===== config.mk =====
export PLATFORM = sky130hd
export DESIGN_NAME = traceTop
export DESIGN_NICKNAME = d
export VERILOG_FILES = /design/src/mipsTracePkg.sv /design/src/classCounter.sv /design/src/instClassify.sv /design/src/instDec.sv /design/src/traceTop.sv
export SDC_FILE = /design/constraint.sdc
export NUM_CORES = 1
export LEC_CHECK = 0
export ABC_AREA = 1
export BUFFER_PORTS_ARGS = -buffer_cell sky130_fd_sc_hd__buf_2
export CAP_MARGIN = 20
export CORE_UTILIZATION = 36
export CTS_CLUSTER_DIAMETER = 120
export CTS_CLUSTER_SIZE = 8
export DETAILED_ROUTE_END_ITERATION = 10
export MAX_ROUTING_LAYER = met4
export PLACE_DENSITY = 0.56
export SYNTH_ARGS = -nofsm -noshare
export SYNTH_HDL_FRONTEND = slang
export SYNTH_HIERARCHICAL = 1
export SYNTH_SLANG_ARGS = --single-unit

===== constraint.sdc =====
create_clock -name clk -period 3.9 [get_ports clk]
set_input_delay 0.39 -clock clk [delete_from_list [all_inputs] [get_ports clk]]
set_output_delay 0.39 -clock clk [all_outputs]
set_load 0.03 [all_outputs]

===== src/mipsTracePkg.sv =====
`default_nettype none

package mipsTracePkg;

	localparam int classWidth = 3;
	localparam int classCount = 8;
	localparam int countWidth = 32;
	localparam int mnemonicWidth = 48;

	// main opcode field.
	localparam logic [5:0] opSpecial = 6'b000000;
	localparam logic [5:0] opRegimm = 6'b000001;
	localparam logic [5:0] opJ = 6'b000010;
	localparam logic [5:0] opJal = 6'b000011;
	localparam logic [5:0] opBeq = 6'b000100;
	localparam logic [5:0] opBne = 6'b000101;
	localparam logic [5:0] opBlez = 6'b000110;
	localparam logic [5:0] opBgtz = 6'b000111;
	localparam logic [5:0] opAddi = 6'b001000;
	localparam logic [5:0] opAddiu = 6'b001001;
	localparam logic [5:0] opSlti = 6'b001010;
	localparam logic [5:0] opSltiu = 6'b001011;
	localparam logic [5:0] opAndi = 6'b001100;
	localparam logic [5:0] opOri = 6'b001101;
	localparam logic [5:0] opXori = 6'b001110;
	localparam logic [5:0] opLui = 6'b001111;
	localparam logic [5:0] opCop0 = 6'b010000;
	localparam logic [5:0] opSpecial2 = 6'b011100;
	localparam logic [5:0] opSpecial3 = 6'b011111;
	localparam logic [5:0] opLb = 6'b100000;
	localparam logic [5:0] opLh = 6'b100001;
	localparam logic [5:0] opLwl = 6'b100010;
	localparam logic [5:0] opLw = 6'b100011;
	localparam logic [5:0] opLbu = 6'b100100;
	localparam logic [5:0] opLhu = 6'b100101;
	localparam logic [5:0] opLwr = 6'b100110;
	localparam logic [5:0] opSb = 6'b101000;
	localparam logic [5:0] opSh = 6'b101001;
	localparam logic [5:0] opSwl = 6'b101010;
	localparam logic [5:0] opSw = 6'b101011;
	localparam logic [5:0] opSwr = 6'b101110;
	localparam logic [5:0] opLl = 6'b110000;

	// function field under SPECIAL.
	localparam logic [5:0] functSll = 6'b000000;
	localparam logic [5:0] functSrl = 6'b000010;
	localparam logic [5:0] functSra = 6'b000011;
	localparam logic [5:0] functSllv = 6'b000100;
	localparam logic [5:0] functSrlv = 6'b000110;
	localparam logic [5:0] functSrav = 6'b000111;
	localparam logic [5:0] functJr = 6'b001000;
	localparam logic [5:0] functJalr = 6'b001001;
	localparam logic [5:0] functMovz = 6'b001010;
	localparam logic [5:0] functMovn = 6'b001011;
	localparam logic [5:0] functSyscall = 6'b001100;
	localparam logic [5:0] functBreak = 6'b001101;
	localparam logic [5:0] functMfhi = 6'b010000;
	localparam logic [5:0] functMthi = 6'b010001;
	localparam logic [5:0] functMflo = 6'b010010;
	localparam logic [5:0] functMtlo = 6'b010011;
	localparam logic [5:0] functMult = 6'b011000;
	localparam logic [5:0] functMultu = 6'b011001;
	localparam logic [5:0] functDiv = 6'b011010;
	localparam logic [5:0] functDivu = 6'b011011;
	localparam logic [5:0] functAdd = 6'b100000;
	localparam logic [5:0] functAddu = 6'b100001;
	localparam logic [5:0] functSub = 6'b100010;
	localparam logic [5:0] functSubu = 6'b100011;
	localparam logic [5:0] functAnd = 6'b100100;
	localparam logic [5:0] functOr = 6'b100101;
	localparam logic [5:0] functXor = 6'b100110;
	localparam logic [5:0] functNor = 6'b100111;
	localparam logic [5:0] functSlt = 6'b101010;
	localparam logic [5:0] functSltu = 6'b101011;

	// SPECIAL2 and SPECIAL3 function codes.
	localparam logic [5:0] functMadd = 6'b000000;
	localparam logic [5:0] functMaddu = 6'b000001;
	localparam logic [5:0] functMul = 6'b000010;
	localparam logic [5:0] functMsub = 6'b000100;
	localparam logic [5:0] functMsubu = 6'b000101;
	localparam logic [5:0] functClz = 6'b100000;
	localparam logic [5:0] functClo = 6'b100001;
	localparam logic [5:0] functExt = 6'b000000;
	localparam logic [5:0] functIns = 6'b000100;
	localparam logic [5:0] functBshfl = 6'b100000;

	localparam logic [4:0] shamtWsbh = 5'b00010;
	localparam logic [4:0] shamtSeb = 5'b10000;
	localparam logic [4:0] shamtSeh = 5'b11000;

	localparam logic [4:0] rtBltz = 5'b00000;
	localparam logic [4:0] rtBgez = 5'b00001;
	localparam logic [4:0] rtBltzal = 5'b10000;
	localparam logic [4:0] rtBgezal = 5'b10001;

	localparam logic [4:0] rsMfc0 = 5'b00000;
	localparam logic [4:0] rsMtc0 = 5'b00100;

	localparam logic [31:0] instrEret = 32'h4200_0018;

	localparam logic [classWidth-1:0] clsNone = 3'd0;
	localparam logic [classWidth-1:0] clsAlu = 3'd1;
	localparam logic [classWidth-1:0] clsMulDiv = 3'd2;
	localparam logic [classWidth-1:0] clsBranch = 3'd3;
	localparam logic [classWidth-1:0] clsJump = 3'd4;
	localparam logic [classWidth-1:0] clsLoad = 3'd5;
	localparam logic [classWidth-1:0] clsStore = 3'd6;
	localparam logic [classWidth-1:0] clsSystem = 3'd7;

	// one instruction word seen as R-type or I-type fields.
	typedef union packed {
		logic [31:0] raw;
		struct packed {
			logic [5:0] op;
			logic [4:0] rs;
			logic [4:0] rt;
			logic [4:0] rd;
			logic [4:0] shamt;
			logic [5:0] funct;
		} rType;
		struct packed {
			logic [5:0] op;
			logic [4:0] rs;
			logic [4:0] rt;
			logic [15:0] imm;
		} iType;
	} instrWord;

endpackage

`default_nettype wire


===== src/classCounter.sv =====
`timescale 1ns/1ps
`default_nettype none

module classCounter (
	input logic clk,
	input logic rstN,
	input logic countEnable,
	input logic [mipsTracePkg::classWidth-1:0] countClass,
	input logic countClear,
	input logic [mipsTracePkg::classWidth-1:0] countSel,
	output logic [mipsTracePkg::countWidth-1:0] countValue
);

	logic [mipsTracePkg::countWidth-1:0] counts [mipsTracePkg::classCount];

	always_ff @(posedge clk or negedge rstN) begin
		if (!rstN) begin
			for (int i = 0; i < mipsTracePkg::classCount; i++)
				counts[i] <= '0;
		end else if (countClear) begin
			// clear beats a record on the same edge.
			for (int i = 0; i < mipsTracePkg::classCount; i++)
				counts[i] <= '0;
		end else if (countEnable) begin
			counts[countClass] <= counts[countClass] + 1'b1;
		end
	end

	assign countValue = counts[countSel];

endmodule

`default_nettype wire


===== src/instClassify.sv =====
`timescale 1ns/1ps
`default_nettype none

module instClassify (
	input mipsTracePkg::instrWord instr,
	output logic [mipsTracePkg::classWidth-1:0] instrClass,
	output logic [4:0] destReg
);

	logic [4:0] rd;
	logic [4:0] rt;

	assign rd = instr.rType.rd;
	assign rt = instr.iType.rt;

	always_comb begin
		instrClass = mipsTracePkg::clsNone;
		destReg = 5'd0;
		case (instr.iType.op)
			mipsTracePkg::opSpecial: begin
				case (instr.rType.funct)
					mipsTracePkg::functAdd, mipsTracePkg::functAddu, mipsTracePkg::functSub,
					mipsTracePkg::functSubu, mipsTracePkg::functSlt, mipsTracePkg::functSltu,
					mipsTracePkg::functAnd, mipsTracePkg::functOr, mipsTracePkg::functXor,
					mipsTracePkg::functNor, mipsTracePkg::functSll, mipsTracePkg::functSllv,
					mipsTracePkg::functSrl, mipsTracePkg::functSrlv, mipsTracePkg::functSra,
					mipsTracePkg::functSrav, mipsTracePkg::functMovn,
					mipsTracePkg::functMovz: begin
						instrClass = mipsTracePkg::clsAlu;
						destReg = rd;
					end
					mipsTracePkg::functMfhi, mipsTracePkg::functMflo: begin
						instrClass = mipsTracePkg::clsMulDiv;
						destReg = rd;
					end
					mipsTracePkg::functMthi, mipsTracePkg::functMtlo, mipsTracePkg::functMult,
					mipsTracePkg::functMultu, mipsTracePkg::functDiv,
					mipsTracePkg::functDivu: instrClass = mipsTracePkg::clsMulDiv;
					mipsTracePkg::functJr: instrClass = mipsTracePkg::clsJump;
					mipsTracePkg::functJalr: begin
						instrClass = mipsTracePkg::clsJump;
						destReg = rd;
					end
					mipsTracePkg::functSyscall,
					mipsTracePkg::functBreak: instrClass = mipsTracePkg::clsSystem;
					default: instrClass = mipsTracePkg::clsNone;
				endcase
			end
			mipsTracePkg::opRegimm: begin
				case (rt)
					mipsTracePkg::rtBltz, mipsTracePkg::rtBgez: instrClass = mipsTracePkg::clsBranch;
					mipsTracePkg::rtBltzal, mipsTracePkg::rtBgezal: begin
						instrClass = mipsTracePkg::clsBranch;
						destReg = 5'd31;
					end
					default: instrClass = mipsTracePkg::clsNone;
				endcase
			end
			mipsTracePkg::opBeq, mipsTracePkg::opBne, mipsTracePkg::opBlez,
			mipsTracePkg::opBgtz: instrClass = mipsTracePkg::clsBranch;
			mipsTracePkg::opAddi, mipsTracePkg::opAddiu, mipsTracePkg::opSlti,
			mipsTracePkg::opSltiu, mipsTracePkg::opAndi, mipsTracePkg::opOri,
			mipsTracePkg::opXori, mipsTracePkg::opLui: begin
				instrClass = mipsTracePkg::clsAlu;
				destReg = rt;
			end
			mipsTracePkg::opLb, mipsTracePkg::opLbu, mipsTracePkg::opLh, mipsTracePkg::opLhu,
			mipsTracePkg::opLw, mipsTracePkg::opLwl, mipsTracePkg::opLwr,
			mipsTracePkg::opLl: begin
				instrClass = mipsTracePkg::clsLoad;
				destReg = rt;
			end
			mipsTracePkg::opSb, mipsTracePkg::opSh, mipsTracePkg::opSw, mipsTracePkg::opSwl,
			mipsTracePkg::opSwr: instrClass = mipsTracePkg::clsStore;
			mipsTracePkg::opJ: instrClass = mipsTracePkg::clsJump;
			mipsTracePkg::opJal: begin
				instrClass = mipsTracePkg::clsJump;
				destReg = 5'd31;
			end
			mipsTracePkg::opCop0: begin
				if (instr.rType.rs == mipsTracePkg::rsMfc0) begin
					instrClass = mipsTracePkg::clsSystem;
					destReg = rt;
				end else if (instr.rType.rs == mipsTracePkg::rsMtc0)
					instrClass = mipsTracePkg::clsSystem;
			end
			mipsTracePkg::opSpecial2: begin
				case (instr.rType.funct)
					mipsTracePkg::functClo, mipsTracePkg::functClz: begin
						instrClass = mipsTracePkg::clsAlu;
						destReg = rd;
					end
					mipsTracePkg::functMul: begin
						instrClass = mipsTracePkg::clsMulDiv;
						destReg = rd;
					end
					mipsTracePkg::functMadd, mipsTracePkg::functMaddu, mipsTracePkg::functMsub,
					mipsTracePkg::functMsubu: instrClass = mipsTracePkg::clsMulDiv;
					default: instrClass = mipsTracePkg::clsNone;
				endcase
			end
			mipsTracePkg::opSpecial3: begin
				// EXT and INS write rt, the BSHFL group writes rd.
				if (instr.rType.funct == mipsTracePkg::functExt ||
						instr.rType.funct == mipsTracePkg::functIns) begin
					instrClass = mipsTracePkg::clsAlu;
					destReg = rt;
				end else if (instr.rType.funct == mipsTracePkg::functBshfl &&
						(instr.rType.shamt == mipsTracePkg::shamtSeb ||
						instr.rType.shamt == mipsTracePkg::shamtSeh ||
						instr.rType.shamt == mipsTracePkg::shamtWsbh)) begin
					instrClass = mipsTracePkg::clsAlu;
					destReg = rd;
				end
			end
			default: instrClass = mipsTracePkg::clsNone;
		endcase
		if (instr.raw == mipsTracePkg::instrEret) begin
			instrClass = mipsTracePkg::clsSystem;
			destReg = 5'd0;
		end
		// the zero word is a nop, not an SLL to r0.
		if (~|instr.raw) begin
			instrClass = mipsTracePkg::clsNone;
			destReg = 5'd0;
		end
	end

endmodule

`default_nettype wire


===== src/instDec.sv =====
`timescale 1ns/1ps
`default_nettype none

module instDec (
	input mipsTracePkg::instrWord instr,
	output logic [mipsTracePkg::mnemonicWidth-1:0] ascii
);

	always_comb begin
		ascii = "N-R";
		case (instr.iType.op)
			mipsTracePkg::opSpecial: begin
				case (instr.rType.funct)
					mipsTracePkg::functAdd: ascii = "ADD";
					mipsTracePkg::functAddu: ascii = "ADDU";
					mipsTracePkg::functSub: ascii = "SUB";
					mipsTracePkg::functSubu: ascii = "SUBU";
					mipsTracePkg::functSlt: ascii = "SLT";
					mipsTracePkg::functSltu: ascii = "SLTU";
					mipsTracePkg::functAnd: ascii = "AND";
					mipsTracePkg::functOr: ascii = "OR";
					mipsTracePkg::functXor: ascii = "XOR";
					mipsTracePkg::functNor: ascii = "NOR";
					mipsTracePkg::functSll: ascii = "SLL";
					mipsTracePkg::functSllv: ascii = "SLLV";
					mipsTracePkg::functSrl: ascii = "SRL";
					mipsTracePkg::functSrlv: ascii = "SRLV";
					mipsTracePkg::functSra: ascii = "SRA";
					mipsTracePkg::functSrav: ascii = "SRAV";
					mipsTracePkg::functMovn: ascii = "MOVN";
					mipsTracePkg::functMovz: ascii = "MOVZ";
					mipsTracePkg::functMfhi: ascii = "MFHI";
					mipsTracePkg::functMflo: ascii = "MFLO";
					mipsTracePkg::functMthi: ascii = "MTHI";
					mipsTracePkg::functMtlo: ascii = "MTLO";
					mipsTracePkg::functMult: ascii = "MULT";
					mipsTracePkg::functMultu: ascii = "MULTU";
					mipsTracePkg::functDiv: ascii = "DIV";
					mipsTracePkg::functDivu: ascii = "DIVU";
					mipsTracePkg::functJr: ascii = "JR";
					mipsTracePkg::functJalr: ascii = "JALR";
					mipsTracePkg::functSyscall: ascii = "SYSC";
					mipsTracePkg::functBreak: ascii = "BREAK";
					default: ascii = "N-R";
				endcase
			end
			mipsTracePkg::opAddi: ascii = "ADDI";
			mipsTracePkg::opAddiu: ascii = "ADDIU";
			mipsTracePkg::opSlti: ascii = "SLTI";
			mipsTracePkg::opSltiu: ascii = "SLTIU";
			mipsTracePkg::opAndi: ascii = "ANDI";
			mipsTracePkg::opOri: ascii = "ORI";
			mipsTracePkg::opXori: ascii = "XORI";
			mipsTracePkg::opLui: ascii = "LUI";
			mipsTracePkg::opBeq: ascii = "BEQ";
			mipsTracePkg::opBne: ascii = "BNE";
			mipsTracePkg::opBlez: ascii = "BLEZ";
			mipsTracePkg::opBgtz: ascii = "BGTZ";
			mipsTracePkg::opRegimm: begin
				// branch kind lives in the rt slot.
				case (instr.iType.rt)
					mipsTracePkg::rtBltz: ascii = "BLTZ";
					mipsTracePkg::rtBgez: ascii = "BGEZ";
					mipsTracePkg::rtBltzal: ascii = "BLTZAL";
					mipsTracePkg::rtBgezal: ascii = "BGEZAL";
					default: ascii = "N-R";
				endcase
			end
			mipsTracePkg::opLb: ascii = "LB";
			mipsTracePkg::opLbu: ascii = "LBU";
			mipsTracePkg::opLh: ascii = "LH";
			mipsTracePkg::opLhu: ascii = "LHU";
			mipsTracePkg::opLw: ascii = "LW";
			mipsTracePkg::opLwl: ascii = "LWL";
			mipsTracePkg::opLwr: ascii = "LWR";
			mipsTracePkg::opLl: ascii = "LL";
			mipsTracePkg::opSb: ascii = "SB";
			mipsTracePkg::opSh: ascii = "SH";
			mipsTracePkg::opSw: ascii = "SW";
			mipsTracePkg::opSwl: ascii = "SWL";
			mipsTracePkg::opSwr: ascii = "SWR";
			mipsTracePkg::opJ: ascii = "J";
			mipsTracePkg::opJal: ascii = "JAL";
			mipsTracePkg::opCop0: begin
				case (instr.rType.rs)
					mipsTracePkg::rsMfc0: ascii = "MFC0";
					mipsTracePkg::rsMtc0: ascii = "MTC0";
					default: ascii = "N-R";
				endcase
			end
			mipsTracePkg::opSpecial2: begin
				case (instr.rType.funct)
					mipsTracePkg::functClo: ascii = "CLO";
					mipsTracePkg::functClz: ascii = "CLZ";
					mipsTracePkg::functMul: ascii = "MUL";
					mipsTracePkg::functMadd: ascii = "MADD";
					mipsTracePkg::functMaddu: ascii = "MADDU";
					mipsTracePkg::functMsub: ascii = "MSUB";
					mipsTracePkg::functMsubu: ascii = "MSUBU";
					default: ascii = "N-R";
				endcase
			end
			mipsTracePkg::opSpecial3: begin
				case (instr.rType.funct)
					mipsTracePkg::functBshfl: begin
						// BSHFL picks its operation through shamt.
						case (instr.rType.shamt)
							mipsTracePkg::shamtSeb: ascii = "SEB";
							mipsTracePkg::shamtSeh: ascii = "SEH";
							mipsTracePkg::shamtWsbh: ascii = "WSBH";
							default: ascii = "N-R";
						endcase
					end
					mipsTracePkg::functExt: ascii = "EXT";
					mipsTracePkg::functIns: ascii = "INS";
					default: ascii = "N-R";
				endcase
			end
			default: ascii = "N-R";
		endcase
		// whole-word matches override the field decode.
		if (instr.raw == mipsTracePkg::instrEret)
			ascii = "ERET";
		if (~|instr.raw)
			ascii = "NOP";
	end

endmodule

`default_nettype wire


===== src/traceTop.sv =====
`timescale 1ns/1ps
`default_nettype none

module traceTop (
	input logic clk,
	input logic rstN,
	input logic retire,
	input logic [31:0] retirePc,
	input logic [31:0] retireInstr,
	input logic countClear,
	input logic [mipsTracePkg::classWidth-1:0] countSel,
	output logic traceValid,
	output logic [31:0] tracePc,
	output logic [31:0] traceInstr,
	output logic [mipsTracePkg::mnemonicWidth-1:0] traceMnemonic,
	output logic [mipsTracePkg::classWidth-1:0] traceClass,
	output logic [4:0] traceDest,
	output logic [mipsTracePkg::countWidth-1:0] countValue
);

	logic validQ;
	logic [31:0] pcQ;
	mipsTracePkg::instrWord instrQ;

	// a record leaves one clock after its retire.
	always_ff @(posedge clk or negedge rstN) begin
		if (!rstN) begin
			validQ <= 1'b0;
			pcQ <= '0;
			instrQ.raw <= '0;
		end else begin
			validQ <= retire;
			if (retire) begin
				pcQ <= retirePc;
				instrQ.raw <= retireInstr;
			end
		end
	end

	instDec dec0 (
		.instr(instrQ),
		.ascii(traceMnemonic)
	);

	instClassify classify0 (
		.instr(instrQ),
		.instrClass(traceClass),
		.destReg(traceDest)
	);

	classCounter counter0 (
		.clk(clk),
		.rstN(rstN),
		.countEnable(validQ),
		.countClass(traceClass),
		.countClear(countClear),
		.countSel(countSel),
		.countValue(countValue)
	);

	assign traceValid = validQ;
	assign tracePc = pcQ;
	assign traceInstr = instrQ.raw;

endmodule

`default_nettype wire


## Word-level counts from Yosys, hierarchy flattened

Memories as Yosys holds them, arrays and structs flattened.
Cells that the tools add are included.

- Reductions and logical operators: 27
- Bitwise logic cells: 2
- Order comparisons: 3
- Equal/unequal tests: 70
- Add/subtract/negate cells: 1
- Mux-type cells: 38

Operators with widths:

| cell | count |
|---|---|
| $pmux 48 s32 | 1 |
| $mux 256 | 2 |
| $pmux 39 s7 | 1 |
| $bwmux 256 | 1 |
| $bmux 32 s3 | 2 |
| $pmux 47 s4 | 1 |
| $pmux 31 s3 | 2 |
| $mux 32 | 5 |
| $eq 6x6->1 const B | 23 |
| $demux 32 s3 | 1 |
| $mux 48 | 2 |
| $eq 6x4->1 const B | 14 |
| $eq 6x5->1 const B | 11 |
| $pmux 31 s2 | 1 |
| $eq 6x3->1 const B | 8 |
| $mux 5 | 8 |
| $pmux 5 s7 | 1 |
| $add 32x1->32 const B | 1 |
| $eq 32x31->1 const B | 1 |
| $reduce_or 32->1 | 1 |
| $pmux 3 s10 | 1 |
| $eq 6x2->1 const B | 4 |
| $reduce_or 8->1 | 3 |
| $reduce_or 21->1 | 1 |
| 24 further kinds | 45 |

- Logic and storage cells: 153
- Register bits: 321
- Memories kept: 1
- Input bits: 71
- Memory bits (read-only): 1,856
- Output and inout bits: 153

Memories:

| memory | depth | width | rd ports | clocked after Yosys merged registers in | write ports | RTL line | RTL |
|---|---|---|---|---|---|---|---|
| (name not given) | 64 | 29 | 1 | 0 | 0 | instDec.sv:13 | `case (instr.rType.funct)` |

## Logic depth before layout (Yosys ltp)

- Depth after elaboration: 17
- Gate-level depth with buffers: 28

## Cells and area by module

The synthesis kept the hierarchy.

Modules (own cells, without submodules):

| module | instances | cells each | area an instance (µm²) |
|---|---|---|---|
| classCounter | 1 | 2,270 | 15,746.4 |
| instDec | 1 | 674 | 3,256.9 |
| traceTop | 1 | 271 | 2,471.1 |
| instClassify | 1 | 166 | 759.5 |

## Worst setup path after synthesis

OpenSTA, ideal clock, no wires.

- Kind: reg2reg
- From: register instrQ, in the netlist traceInstr[26]
- To: register counter0/counts[106] (netlist bit)
- Data arrival time: 3,654 ps
- Setup time: 146 ps
- Clock period less this slack: 3,799 ps
- Required time: 3,754 ps
- Stages on the path, launching flop included: 19
- Setup slack: 101 ps
- Path through: dfrtp_1 > nor2_2 > nand2_4 > nor2_1 > nand3_1 > nand2_1 > a31oi_1 > nand4_1 > buf_6 > nor2_8 > buf_6 > o211ai_1 > nand4_2 > ha_1 > nand2_2 > nor2_4 > nand3_1 > xor2_1 > o22ai_1

- Longest elaborated chain between the ends: 13
- Elaborated cells between the ends (all ways): 55

RTL lines:

| element | RTL line | RTL |
|---|---|---|
| start, declared | traceTop.sv:23 | `mipsTracePkg::instrWord instrQ;` |
| $eq 6x6->1, or another cell as far along | instClassify.sv:19 | `case (instr.iType.op)` |
| $reduce_or 8->1, or another cell as far along | n/a |  |
| $pmux 3 s10 | instClassify.sv:19 |  |
| $mux 3 | instClassify.sv:118 | `if (instr.raw == mipsTracePkg::instrEret) begin` |
| $mux 3 (*) | instClassify.sv:123 | `if (~\|instr.raw) begin` |
| net traceClass (one bit) | traceTop.sv:16 | `output logic [mipsTracePkg::classWidth-1:0] traceClass,` |
| $not 3->4 (implied by the code) (*) | classCounter.sv:25 | `counts[countClass] <= counts[countClass] + 1'b1;` |
| $bmux 32 s3, or another cell as far along | classCounter.sv:25 |  |
| $mux 32 (implied by the code) or $logic_and 1x1->1 (tied branches) | classCounter.sv:25 |  |
| $mux 32 (implied by the code) | classCounter.sv:25 |  |
| $add 32x1->32 or $demux 32 s3 (tied branches) | classCounter.sv:25 |  |
| $bwmux 256 (*) | classCounter.sv:25 |  |
| $mux 256 (*) | classCounter.sv:24 | `end else if (countEnable) begin` |
| $mux 256 (*) | classCounter.sv:20 | `end else if (countClear) begin` |
| end signal, assigned by index | classCounter.sv:25 |  |
| end, declared | classCounter.sv:14 | `logic [mipsTracePkg::countWidth-1:0] counts [mipsTracePkg::classCount];` |

The timed path passes the listed nets; every way through them passes the cells marked *. The select of a mux whose other input is x is not followed.
A chain may end at the register's enable or synchronous reset.

## Worst setup path after layout

- From: register instrQ, in the netlist traceInstr[28]
- To: register counter0/counts[94] (netlist bit)

- Longest elaborated chain between the ends: 13
- Elaborated cells between the ends (all ways): 55

RTL lines:

| element | RTL line |
|---|---|
| $eq 6x6->1, or another cell as far along | instClassify.sv:19 |
| $reduce_or 8->1, or another cell as far along | n/a |
| $pmux 3 s10 | instClassify.sv:19 |
| $mux 3 | instClassify.sv:118 |
| $mux 3 (*) | instClassify.sv:123 |
| $not 3->4 (implied by the code) (*) | classCounter.sv:25 |
| $bmux 32 s3, or another cell as far along | classCounter.sv:25 |
| $mux 32 (implied by the code) or $logic_and 1x1->1 (tied branches) | classCounter.sv:25 |
| $mux 32 (implied by the code) | classCounter.sv:25 |
| $add 32x1->32 or $demux 32 s3 (tied branches) | classCounter.sv:25 |
| $bwmux 256 (*) | classCounter.sv:25 |
| $mux 256 (*) | classCounter.sv:24 |
| $mux 256 (*) | classCounter.sv:20 |

Every way passes the cells marked *; elsewhere a longest branch is shown, timed or not. The select of a mux whose other input is x is not followed.

==> qor.yml <==
placementRows: 90
cp-start-kind: "flop"
reg2reg_depth: 23
hold_path_depth: 3
clkSinkCount: 321
ys_types: 55
gp_congestion: 1.03
cts_tree: "done"
synth_top_cell_by_area: "dfrtp_1"
netlist_instances: 3381
placed_cell_area_um2: 24300
design_area_um2: 26200
syn_to_final_growth_pct: 17.9
area.sequential_um2: 8030
cp_common_cell: "nand2_1"
hp-start: "retireInstr[15]"
synth_edf_count: 0
max_slew_margin: 0.212
outcome: "finished clean"
clk_pin_slew_ps: 50
arrival_ps: 4210
totalNegativeSetupSlack_ps: 0
maxSlewViolCount: 0
grt_pass1_vias: 23100
cts_buffers: 46
avgSynthCellArea_um2: 6.58
combinationalPowerShare: 0.309
syn_area_um2: 22200
drt_pass1_iterations: 6
design_power_total_mw: 10.4
grt_pass1_wl_um: 143000
antenna_found_initial: 2
worst-path-buf-inv: 4
clk_path_buf_depth: 3
h-tree-depth: 2
vias_per_cell: 5.47
rsz0062_at_grt: "true"
maxCapViolCount: 0
synth_flop_cell: "dfrtp_1"
nNetsFinal: 3730
clock_power_share: 0.352
p_seq_frac: 0.339
min_period_over_period: 0.959
finalClockSkew_ps: 41.0
holdWs_ps: 28.4
drc: 0
overflow: 0
clock_latency_ps: 600
synthMuxAreaShare: 0
synth_top_family_by_area: "simple AND/OR/NAND/NOR gates"
p_leak_nw: 13.6
synth_xor_area_frac: 0.00326
path_cells: "nor2_4, buf_4, nand3_1, nor2_1, nand3_1, nand4_1, nand2_1, inv_4, buf_16, buf_4, nand2_1, o21ai_1, nand2_1, nand2_1, nand2_1, nand2_2, nand2_1, nor2_1, nand2_1, nor2_2, nand3_2, nand3_1, nand2_1"
highest_layer: "met4"
worst_pin_slew_ps: 1180
synth_compound_area_frac: 0.131
dr_total_vias: 24300
r2r-end: "counter0/counts[94]$_DFFE_PN0P_"
dp.cells: 4324
min_to: "traceInstr[15]$_DFFE_PN0P_"
crit-reg2reg-launch: "traceInstr[28]$_DFFE_PN0P_"
grt_max_degree: 97
synthArstFlopShare: 1.00
io_buffers: 209
die-height_um: 251
yosysSeqAreaShare: 0.361
synth_seq_cells: 321
wl_met3_um: 6450
multiInputGateArea_um2: 12100
crit_path_max_fanout: 54
critical_path_class: "flop to flop"
dieArea_um2: 62800
initial_core_util: 0.366
hold_violations: 0
drt_iter0_drc: 2320
vdd_drop_max_mv: 0.361
synth_top_cell_area_share: 0.361
met1_length_um: 40000
dr_wl_met2_um: 43800
die_w_um: 251
synthSimpleGateAreaFrac: 0.399
cpMaxStageDelayCell: "dfrtp_1"
critPathMaxStageDelay_ps: 440
crit_required_ps: 4370
setup_violations: 0
end_kind: "flop"
final_antenna_net_count: 0
synth.area.top_cells: "dfrtp_1 (36%), nand2_1 (21%), nand3_1 (6.6%), inv_1 (4.7%), nor2_1 (4.7%)"
fmax_mhz: 267
intPower_mw: 6.44
fillers: 6452
drive_above_1_share: 0.160
drt-total-wl_um: 94400
ff2ff_setup_slack_ps: 160
place_hpwl_um: 63800
p_sw_frac: 0.380
io-pin-count: 224
yosys_warnings: 6
core-area_um2: 60700
grt_usage: 0.306
min_period_ps: 3740
final_cells: 4434
p_sw_mw: 3.95
wl_per_cell_um: 21.3
root_buffer: "clkbuf_16"
critical_path.top_delay_family: "simple AND/OR/NAND/NOR gates"
synth_fa_ha_area_frac: 0.00675
min_path_type: "input port to flop"
powerDensity_nw_per_um2: 397
-- what timing repair did --
item / 4_1_cts / 5_1_grt
gates resized for setup: 0 / 29
endpoints found under the setup margin: 0 / 163
buffers inserted: 0 / 8
hold endpoints to repair: 140 / 0
hold buffers: 49 / 0
-- how the worst max path moves through the flow --
stage                     depth (start not counted)  slack (ps)                               end                       start
after global routing                             22         -70   counter0/counts[80]$_DFFE_PN0P_  traceInstr[28]$_DFFE_PN0P_
after detailed placement                         23         180  counter0/counts[183]$_DFFE_PN0P_  traceInstr[29]$_DFFE_PN0P_
after floorplan                                  18         100  counter0/counts[106]$_DFFE_PN0P_  traceInstr[26]$_DFFE_PN0P_
final                                            23         160   counter0/counts[94]$_DFFE_PN0P_  traceInstr[28]$_DFFE_PN0P_
after CTS                                        23         130  counter0/counts[183]$_DFFE_PN0P_  traceInstr[29]$_DFFE_PN0P_
after global placement                           23         160   counter0/counts[62]$_DFFE_PN0P_  traceInstr[26]$_DFFE_PN0P_
-- layout make-up --
type                       instances  share of cell area
inverter                         319              0.0461
sequential                       321               0.307
tap                              782              0.0373
clock buffer                      48              0.0450
clock inverter                     3             0.00143
multi-input combinational       2584               0.464
timing repair buffer             375              0.0997
antenna                            2            0.000191
-- placed cells by master, fill, tap and decap left out, drive strengths merged --
cell,n
nand2,1317
nor2,331
buf,326
dfrtp,321
inv,316
nand3,311
o21ai,223
o22ai,109
a21oi,101
dlygate4sd3,49
clkbuf,48
nand4,42
a31oi,36
nor3,27
a221oi,14
conb,14
ha,12
o211ai,7
nor4,6
clkinv,6
nand3b,5
o21bai,5
and3,4
or2,4
xor2,4
a211oi,3
diode,2
o32ai,2
a22oi,1
o221ai,1
nor3b,1
a41oi,1
o21a,1
a21boi,1
o311ai,1
-- power by group through the flow --
stage	Sequential, mW	Clock (mW)	Combinational (mW)
finish	3.52	3.66	3.21
detailed placement	3.57	0	3.09
global placement	3.57	0	3.11
CTS	3.52	3.72	3.14
floorplan	3.71	0	1.87
global route	3.53	3.84	3.43
-- flip-flops by register name (all words and copies together) (netlist names) --
signal	cells
tracePc	32
counter0/counts	256
traceInstr	32
traceValid	1
-- through the flow --
stage | utilization | worst slack (ps)
floorplan | - | 101
global placement | 0.400 | 158
detailed placement | 0.400 | 178
CTS | 0.429 | 128
global route | 0.432 | -67.6
finish | 0.432 | 161
-- synth_stat cells (all sizes together), types with 2 or more instances --
library cell  count
nand3b            5
clkinv            5
o211ai            7
or2               4
nor3             27
clkbuf           79
buf              91
o22ai           109
nand2          1317
a211oi            3
o21ai           223
o21bai            5
nand3           311
and3              4
a21oi           101
nand4            42
ha               12
inv             314
a31oi            36
o32ai             2
dfrtp           321
nor2            331
xor2              4
nor4              6
a221oi           14
-- worst min-delay path, delay by kind of cell --
family | cells | cell delay, ps
buffers and inverters | 1 | 80
and+or+nand+nor | 2 | 120
-- routing by layer --
metal / vias to the layer above / track usage
li1: 11400 / -
met1: 11500 / 0.398
met2: 1046 / 0.479
met3: 248 / 0.0399
met4: 0 / 0.126
met5: - / -
-- cell families after synthesis --
kind of cell               after synthesis
AOI/OAI and AO/OA                      506
DFF                                    321
and+or+nand+nor                       2048
buffers and inverters                  489
adders and majority gates               12
xor gates and xnor gates                 4
other                                    1
(Power assumes the default switching activity.)
